## src/source/lsu_pkg.sv

```systemverilog
package lsu_pkg;

  localparam int XLEN_W          = 64;
  localparam int VADDR_W         = 32;
  localparam int PADDR_W         = 16;
  localparam int PAGE_W          = 12;
  localparam int DCACHE_DATA_B_W = 16;
  localparam int DCACHE_LINES    = 64;

  localparam int DCACHE_OFF_W = $clog2(DCACHE_DATA_B_W);  // Byte offset in a line
  localparam int DCACHE_IDX_W = $clog2(DCACHE_LINES);
  localparam int VPN_W        = VADDR_W - PAGE_W;
  localparam int PPN_W        = PADDR_W - PAGE_W;
  localparam int TLB_IDX_W    = 2;  // Sized for 4 entries

  typedef logic [XLEN_W-1:0]            xdata_t;
  typedef logic [VADDR_W-1:0]           vaddr_t;
  typedef logic [PADDR_W-1:0]           paddr_t;
  typedef logic [4:0]                   reg_idx_t;
  typedef logic [31:0]                  inst_t;
  typedef logic [DCACHE_DATA_B_W*8-1:0] line_t;

  typedef enum logic [1:0] {SIZE_B, SIZE_H, SIZE_W, SIZE_DW} size_t;
  typedef enum logic {SIGN_U, SIGN_S} sign_t;
  typedef enum logic [1:0] {CAT_LD, CAT_ST, CAT_OTHER} inst_cat_t;

  typedef struct packed {
    logic      valid;
    inst_t     inst;
    inst_cat_t cat;
    reg_idx_t  rd;
    reg_idx_t  rs1;
    reg_idx_t  rs2;
  } issue_t;

  typedef struct packed {
    logic                 valid;
    logic [TLB_IDX_W-1:0] entry;
    logic [VPN_W-1:0]     vpn;
    logic [PPN_W-1:0]     ppn;
  } tlb_fill_t;

  typedef struct packed {
    logic     valid;
    reg_idx_t rd;
    xdata_t   data;
  } wb_t;

  typedef struct packed {
    logic   update;
    logic   tlb_miss;
    vaddr_t vaddr;
    paddr_t paddr;
  } ex1_update_t;

endpackage

```

## src/source/lsu_ctrl_decoder.sv

```systemverilog
`timescale 1ns/1ps

module lsu_ctrl_decoder (
  input  lsu_pkg::inst_t i_inst,
  output lsu_pkg::size_t o_size,
  output lsu_pkg::sign_t o_sign,
  output logic           o_is_load,
  output logic           o_is_store
);
  import lsu_pkg::*;

  localparam logic [6:0] OPC_LOAD  = 7'b0000011;
  localparam logic [6:0] OPC_STORE = 7'b0100011;

  logic [6:0] w_opcode;
  logic [2:0] w_funct3;

  assign w_opcode = i_inst[6:0];
  assign w_funct3 = i_inst[14:12];

  always_comb begin
    o_size     = size_t'(w_funct3[1:0]);  // funct3 low bits match size encoding
    o_sign     = SIGN_U;
    o_is_load  = 1'b0;
    o_is_store = 1'b0;
    case (w_opcode)
      OPC_LOAD: begin
        o_is_load = (w_funct3 != 3'b111);  // No LDU in RV64
        o_sign    = w_funct3[2] ? SIGN_U : SIGN_S;
      end
      OPC_STORE: o_is_store = !w_funct3[2];
      default:   o_size = SIZE_B;
    endcase
  end

endmodule

```

## src/source/lsu_tlb.sv

```systemverilog
`timescale 1ns/1ps

module lsu_tlb #(
  parameter int TLB_ENTRIES = 4
) (
  input  logic               i_clk,
  input  logic               i_reset_n,
  input  lsu_pkg::tlb_fill_t i_fill,
  input  lsu_pkg::vaddr_t    i_vaddr,
  output logic               o_miss,
  output lsu_pkg::paddr_t    o_paddr
);
  import lsu_pkg::*;

  logic             r_valid [TLB_ENTRIES];
  logic [VPN_W-1:0] r_vpn   [TLB_ENTRIES];
  logic [PPN_W-1:0] r_ppn   [TLB_ENTRIES];

  logic [VPN_W-1:0] w_vpn;
  logic             w_hit;
  logic [PPN_W-1:0] w_ppn;

  always_ff @(posedge i_clk, negedge i_reset_n) begin
    if (!i_reset_n) begin
      for (int i = 0; i < TLB_ENTRIES; i++) begin
        r_valid[i] <= 1'b0;
        r_vpn[i]   <= '0;
        r_ppn[i]   <= '0;
      end
    end else if (i_fill.valid) begin
      r_valid[i_fill.entry] <= 1'b1;
      r_vpn[i_fill.entry]   <= i_fill.vpn;
      r_ppn[i_fill.entry]   <= i_fill.ppn;
    end
  end

  assign w_vpn = i_vaddr[VADDR_W-1:PAGE_W];

  // Fully associative match
  always_comb begin
    w_hit = 1'b0;
    w_ppn = '0;
    for (int i = 0; i < TLB_ENTRIES; i++) begin
      if (r_valid[i] && (r_vpn[i] == w_vpn)) begin
        w_hit = 1'b1;
        w_ppn = r_ppn[i];
      end
    end
  end

  assign o_miss  = !w_hit;
  assign o_paddr = w_hit ? {w_ppn, i_vaddr[PAGE_W-1:0]} : '0;

endmodule

```

## src/source/lsu_pipe.sv

```systemverilog
`timescale 1ns/1ps

module lsu_pipe #(
  parameter int TLB_ENTRIES = 4
) (
  input  logic                 i_clk,
  input  logic                 i_reset_n,
  input  lsu_pkg::issue_t      i_issue,
  output lsu_pkg::reg_idx_t    o_rs1,
  output lsu_pkg::reg_idx_t    o_rs2,
  input  lsu_pkg::xdata_t      i_rs1_data,
  input  lsu_pkg::xdata_t      i_rs2_data,
  input  lsu_pkg::tlb_fill_t   i_tlb_fill,
  output lsu_pkg::ex1_update_t o_ex1_update,
  output logic                 o_rd_valid,
  output lsu_pkg::paddr_t      o_rd_paddr,
  input  lsu_pkg::line_t       i_rd_line,
  output logic                 o_wr_valid,
  output lsu_pkg::paddr_t      o_wr_paddr,
  output lsu_pkg::size_t       o_wr_size,
  output lsu_pkg::xdata_t      o_wr_data,
  output lsu_pkg::wb_t         o_ex3_wb
);
  import lsu_pkg::*;

  typedef struct packed {
    size_t size;
    sign_t sign;
    logic  is_load;
    logic  is_store;
  } pipe_ctrl_t;

  issue_t     r_ex0_issue;
  pipe_ctrl_t w_ex0_ctrl;

  issue_t     r_ex1_issue;
  pipe_ctrl_t r_ex1_ctrl;
  vaddr_t     w_ex1_imm;
  vaddr_t     w_ex1_vaddr;
  logic       w_ex1_miss;
  paddr_t     w_ex1_paddr;
  logic       w_ex1_go;

  issue_t     r_ex2_issue;
  issue_t     w_ex2_issue_next;
  pipe_ctrl_t r_ex2_ctrl;
  paddr_t     r_ex2_paddr;
  xdata_t     w_ex2_raw;
  xdata_t     w_ex2_data;

  issue_t     r_ex3_issue;
  issue_t     w_ex3_issue_next;
  xdata_t     r_ex3_data;

  always_comb begin
    w_ex2_issue_next       = r_ex1_issue;
    w_ex2_issue_next.valid = w_ex1_go;  // Miss drops it here
    w_ex3_issue_next       = r_ex2_issue;
    w_ex3_issue_next.valid = r_ex2_issue.valid & r_ex2_ctrl.is_load & (r_ex2_issue.rd != '0);
  end

  always_ff @(posedge i_clk, negedge i_reset_n) begin
    if (!i_reset_n) begin
      r_ex0_issue <= '0;
      r_ex1_issue <= '0;
      r_ex1_ctrl  <= '0;
      r_ex2_issue <= '0;
      r_ex2_ctrl  <= '0;
      r_ex3_issue <= '0;
    end else begin
      r_ex0_issue <= i_issue;
      r_ex1_issue <= r_ex0_issue;
      r_ex1_ctrl  <= w_ex0_ctrl;
      r_ex2_issue <= w_ex2_issue_next;
      r_ex2_ctrl  <= r_ex1_ctrl;
      r_ex3_issue <= w_ex3_issue_next;
    end
  end

  always_ff @(posedge i_clk) begin
    r_ex2_paddr <= w_ex1_paddr;
    r_ex3_data  <= w_ex2_data;
  end

  lsu_ctrl_decoder u_decoder (
    .i_inst     (r_ex0_issue.inst),
    .o_size     (w_ex0_ctrl.size),
    .o_sign     (w_ex0_ctrl.sign),
    .o_is_load  (w_ex0_ctrl.is_load),
    .o_is_store (w_ex0_ctrl.is_store)
  );

  // EX1 address and translation
  assign o_rs1 = r_ex1_issue.rs1;
  assign o_rs2 = r_ex1_issue.rs2;

  always_comb begin
    if (r_ex1_ctrl.is_store) begin
      w_ex1_imm = {{(VADDR_W-12){r_ex1_issue.inst[31]}}, r_ex1_issue.inst[31:25],
                   r_ex1_issue.inst[11:7]};
    end else begin
      w_ex1_imm = {{(VADDR_W-12){r_ex1_issue.inst[31]}}, r_ex1_issue.inst[31:20]};
    end
  end

  assign w_ex1_vaddr = i_rs1_data[VADDR_W-1:0] + w_ex1_imm;

  lsu_tlb #(
    .TLB_ENTRIES (TLB_ENTRIES)
  ) u_tlb (
    .i_clk     (i_clk),
    .i_reset_n (i_reset_n),
    .i_fill    (i_tlb_fill),
    .i_vaddr   (w_ex1_vaddr),
    .o_miss    (w_ex1_miss),
    .o_paddr   (w_ex1_paddr)
  );

  assign w_ex1_go = r_ex1_issue.valid & !w_ex1_miss;

  assign o_ex1_update.update   = r_ex1_issue.valid;
  assign o_ex1_update.tlb_miss = r_ex1_issue.valid & w_ex1_miss;
  assign o_ex1_update.vaddr    = w_ex1_vaddr;
  assign o_ex1_update.paddr    = w_ex1_paddr;

  assign o_rd_valid = w_ex1_go & r_ex1_ctrl.is_load;
  assign o_rd_paddr = w_ex1_paddr;
  assign o_wr_valid = w_ex1_go & r_ex1_ctrl.is_store;  // RAM takes it at the next edge
  assign o_wr_paddr = w_ex1_paddr;
  assign o_wr_size  = r_ex1_ctrl.size;
  assign o_wr_data  = i_rs2_data;

  // EX2 aligned slice, low address bits below the size ignored
  always_comb begin
    case (r_ex2_ctrl.size)
      SIZE_DW: w_ex2_raw = i_rd_line[{r_ex2_paddr[DCACHE_OFF_W-1:3], 6'b0} +: 64];
      SIZE_W:  w_ex2_raw = xdata_t'(i_rd_line[{r_ex2_paddr[DCACHE_OFF_W-1:2], 5'b0} +: 32]);
      SIZE_H:  w_ex2_raw = xdata_t'(i_rd_line[{r_ex2_paddr[DCACHE_OFF_W-1:1], 4'b0} +: 16]);
      default: w_ex2_raw = xdata_t'(i_rd_line[{r_ex2_paddr[DCACHE_OFF_W-1:0], 3'b0} +: 8]);
    endcase
    w_ex2_data = w_ex2_raw;
    if (r_ex2_ctrl.sign == SIGN_S) begin
      case (r_ex2_ctrl.size)
        SIZE_W:  w_ex2_data = {{(XLEN_W-32){w_ex2_raw[31]}}, w_ex2_raw[31:0]};
        SIZE_H:  w_ex2_data = {{(XLEN_W-16){w_ex2_raw[15]}}, w_ex2_raw[15:0]};
        SIZE_B:  w_ex2_data = {{(XLEN_W-8){w_ex2_raw[7]}}, w_ex2_raw[7:0]};
        default: w_ex2_data = w_ex2_raw;
      endcase
    end
  end

  assign o_ex3_wb.valid = r_ex3_issue.valid;
  assign o_ex3_wb.rd    = r_ex3_issue.rd;
  assign o_ex3_wb.data  = r_ex3_data;

endmodule

```

## config.mk

```make
export PLATFORM = sky130hd
export DESIGN_NAME = lsu_pipe
export DESIGN_NICKNAME = d
export VERILOG_FILES = /design/src/source/lsu_pkg.sv /design/src/source/lsu_ctrl_decoder.sv /design/src/source/lsu_tlb.sv /design/src/source/lsu_pipe.sv
export SDC_FILE = /design/constraint.sdc
export NUM_CORES = 1
export LEC_CHECK = 0
export BUFFER_PORTS_ARGS = -buffer_cell sky130_fd_sc_hd__buf_2
export CAP_MARGIN = 25
export CORE_AREA = 2 2 221 223
export DETAILED_ROUTE_END_ITERATION = 16
export DIE_AREA = 0 0 223 225
export HOLD_SLACK_MARGIN = 0.12
export SYNTH_ARGS = -nofsm -noshare
export SYNTH_HDL_FRONTEND = slang
export SYNTH_SLANG_ARGS = --single-unit
```

## constraint.sdc

```tcl
create_clock -name i_clk -period 6.6 [get_ports i_clk]
set_input_delay 1.32 -clock i_clk [delete_from_list [all_inputs] [get_ports i_clk]]
set_output_delay 1.32 -clock i_clk [all_outputs]
set_load 0.02 [all_outputs]
```

==> flow_metrics.tcl <==
set metrics [dict create \
    core-area_um2 47500 \
    max_freq_mhz 153 \
    grt_pass1_wl_mm 83.7 \
    slew_headroom_pct 38.7 \
    r2r_cells 20 \
    drt-pass1-iter-count 7 \
    synth_commonest_cells "dfrtp_1 (197), nand2_1 (121), buf_4 (114)" \
    yosysMostFrequentCell "dfrtp_1" \
    numClockSinks 265 \
    rows 80 \
    io_pins 565 \
    required_ns 5.28 \
    finClkSkew_ns 0.0156 \
    critical_path.max_stage_delay_ns 0.39 \
    cap_violations 0 \
    ir_drop_uv 181 \
    crit_family "compound AO/OA/AOI/OAI gates" \
    synth_seq_area_share_pct 39.5 \
    hold_path_depth 0 \
    r2r-start "r_ex1_ctrl[0]$_DFF_PN0_" \
    track_usage_pct 21.9 \
    insertion_delay_ns 0.54 \
    io_buffers 397 \
    clk_pin_slew_worst_paths_ns 0.06 \
    synthToLayoutAreaGrowth_pct 29.0 \
    cts_tree "yes" \
    clockBufferDepth 3 \
    syn_area_per_cell_um2 11.0 \
    synthFlopType "dfrtp_1" \
    post-route-util_pct 43.2 \
    ys_types 99 \
    cp_slowest_cell "fa_2" \
    drc 0 \
    die_area_um2 50200 \
    tightest_slew_ns 0.920 \
    synth_warnings 0 \
    synth_top_area_cell "dfrtp_1" \
    ff2ff_setup_slack_ns 2.11 \
    vias 13200 \
    setup_violations 0 \
    hold_viol_final 0 \
    critPathArrivalTime_ns 5.23 \
    grt_start_max_net_pins 78 \
    antenna_found_initial 9 \
    status "complete, no violations" \
    worstHoldEndpoint "r_ex1_issue[48]$_DFF_PN0_" \
    dieWidth_um 223 \
    post-route-period-util_pct 99.2 \
    cts_buffers 34 \
    initialDrtViolationCount 774 \
    power_density_nw_per_um2 253 \
    via_per_inst 5.31 \
    netlist_instances 1450 \
    min_period_ns 6.55 \
    ctsRootBufferMaster "clkbuf_16" \
    h-tree-depth 2 \
    synth-seq-cells 265 \
    cts_hold_buf 0 \
    syn_area_um2 15900 \
    worstHoldPathType "reg2reg" \
    crit_path_max_fanout 6 \
    yosys.area.top_type_share_pct 31.0 \
    gp_congestion 0.926 \
    cp-start-kind "input port" \
    rsz0062_at_grt "yes" \
    wl_per_cell_um 22.7 \
    placed_area_um2 18700 \
    end_kind "output port" \
    p_leak_nw 9.22 \
    min_from "r_ex0_issue[48]$_DFF_PN0_" \
    drive_above_1_share_pct 45.4 \
    maxSlewViolCount 0 \
    ys_async_sr_fraction_pct 74.3 \
    detail-route-antenna-nets 0 \
    die_h_um 225 \
    dp_hpwl_mm 43.4 \
    cp_num_buf_inv 7 \
    synthesis.nets 1817 \
    overflow 0 \
    cp_common_cell "buf_6" \
    n_fill_cell 4556 \
    ys_top_cells_by_area "dfrtp_1 (31%), dfxtp_1 (8.6%), mux2_2 (7.6%)" \
    fin_area_um2 20500 \
    path_class "in2out" \
    r2r-end "r_ex2_paddr[3]$_DFF_P_" \
    worstPathCellList "buf_8, ha_4, inv_2, fa_2, nand2b_4, a21oi_2, buf_6, nor2_4, o211a_4, buf_6, xnor3_1, nor4_2, o2111ai_2, a2111oi_4, nand4_2, o2111ai_4, buf_12, buf_6, and2_4, buf_4" \
    wl_mm 56.6 \
    nNetsFinal 2221 \
    grt_pass1_vias 13400 \
    start_util_pct 33.5 \
    synth_edf_count 0 \
]
[cell type report]
type / instances / area (um2) / area share (%)
antenna: 1 / 2.50 / 0.0122
tap: 615 / 769 / 3.75
timing repair buffer: 556 / 3530 / 17.2
clock inverter: 11 / 158 / 0.768
inverter: 26 / 97.6 / 0.475
sequential: 265 / 6300 / 30.7
multi-input combinational: 971 / 8620 / 42.0
clock buffer: 49 / 1050 / 5.13
[sequential cells by signal, summed over array words and instances, names as in the netlist]
signal,count
r_ex2_paddr,4
u_tlb.r_vpn,80
u_tlb.r_ppn,16
o_wr_size,2
r_ex0_issue,43
o_ex3_wb,6
o_ex1_update,1
u_tlb.r_valid,4
o_rs1,5
r_ex2_issue,6
r_ex3_data,64
o_rs2,5
r_ex2_ctrl,4
r_ex1_ctrl,3
r_ex1_issue,22
[cell families after synthesis]
group	Yosys count	share of synthesized area, %
DFF	265	39.5
AOI/OAI and AO/OA	295	13.1
adders and majority gates	32	2.56
muxes	216	18.1
xor gates and xnor gates	105	7.90
and+or+nand+nor	323	10.7
buffers and inverters	214	8.04
[how the worst max path moves through the flow]
stage / start / to / slack, ns / depth (start not counted)
4_1_cts: i_rs1_data[0] / o_ex1_update[7] / -0.01 / 21
2_1_floorplan: i_rs1_data[0] / o_rd_paddr[12] / 0.12 / 15
6_report: i_rs1_data[0] / o_rd_paddr[11] / 0.05 / 20
3_3_place_gp: i_rs1_data[0] / o_wr_paddr[3] / -0.60 / 21
5_1_grt: i_rs1_data[0] / o_rd_paddr[11] / -0.15 / 20
3_5_place_dp: i_rs1_data[0] / o_wr_paddr[3] / -0.61 / 21
[stage by stage]
stage               cells  hold WS [ns]  TNS, ns  setup slack, ns  power [mW]
finish               2494         0.347        0           0.0497        5.20
global route         2494         0.353    -5.07           -0.151        5.46
CTS                  2490         0.345   -0.127          -0.0121        5.27
detailed placement   2429         0.335   -23.52           -0.609        3.17
global placement     2429         0.332   -22.65           -0.602        3.15
floorplan            1450         0.331        0            0.122        2.70
[per-layer routing]
layer  vias to the layer above  wire, um  track usage (%)
li1                       6011         -                -
met1                      6575     22700             26.3
met2                       531     27600             37.4
met3                        98      4300             6.62
met4                        16      1830             7.47
met5                         -       127            0.782
[worst register-to-register path: stages, from the launching register on]
cell and delay, ns:
dfrtp_1 0.37, buf_6 0.17, mux2_2 0.36, ha_1 0.31
o211ai_1 0.22, a21oi_2 0.06, buf_6 0.14, o21ai_2 0.25
buf_4 0.18, a21oi_1 0.10, nor3b_4 0.39, xnor3_1 0.28
or3_1 0.31, nor4_1 0.25, buf_4 0.17, nand4_1 0.08
buf_4 0.15, o2111ai_4 0.16, buf_12 0.17, and2_4 0.18
buf_12 0.12
[report_power, final]
part / switching (mW) / internal (mW)
clock network: 0.746 / 1.27
logic: 0.685 / 0.642
registers: 0.100 / 1.76
[cell usage in the layout (no fill, tap or decap), types with 13 or more instances in the layout]
cell type / netlist / layout
nor3_1: 14 / 14
and2_4: 2 / 13
mux4_2: 47 / 47
dfrtp_1: 197 / 196
nand3_1: 16 / 15
nand4_1: 15 / 15
ha_1: 31 / 30
buf_4: 114 / 167
clkbuf_16: 0 / 39
buf_6: 4 / 32
a21oi_1: 61 / 59
o21ai_0: 69 / 67
nand2_1: 121 / 121
xnor3_1: 18 / 18
mux2i_1: 61 / 60
mux2_2: 107 / 107
buf_2: 14 / 347
a221oi_1: 16 / 16
nor2_1: 48 / 47
o21ai_1: 13 / 15
xor2_1: 35 / 35
xnor2_1: 45 / 43
inv_1: 26 / 25
dfxtp_1: 68 / 65
a211oi_1: 15 / 15
[repair_timing]
action / CTS / global route
pin swaps: 11 / 16
setup endpoints to repair: 51 / 51
gates resized for setup: 27 / 118
buffers inserted: 1 / 2
(Power assumes the default switching activity.)
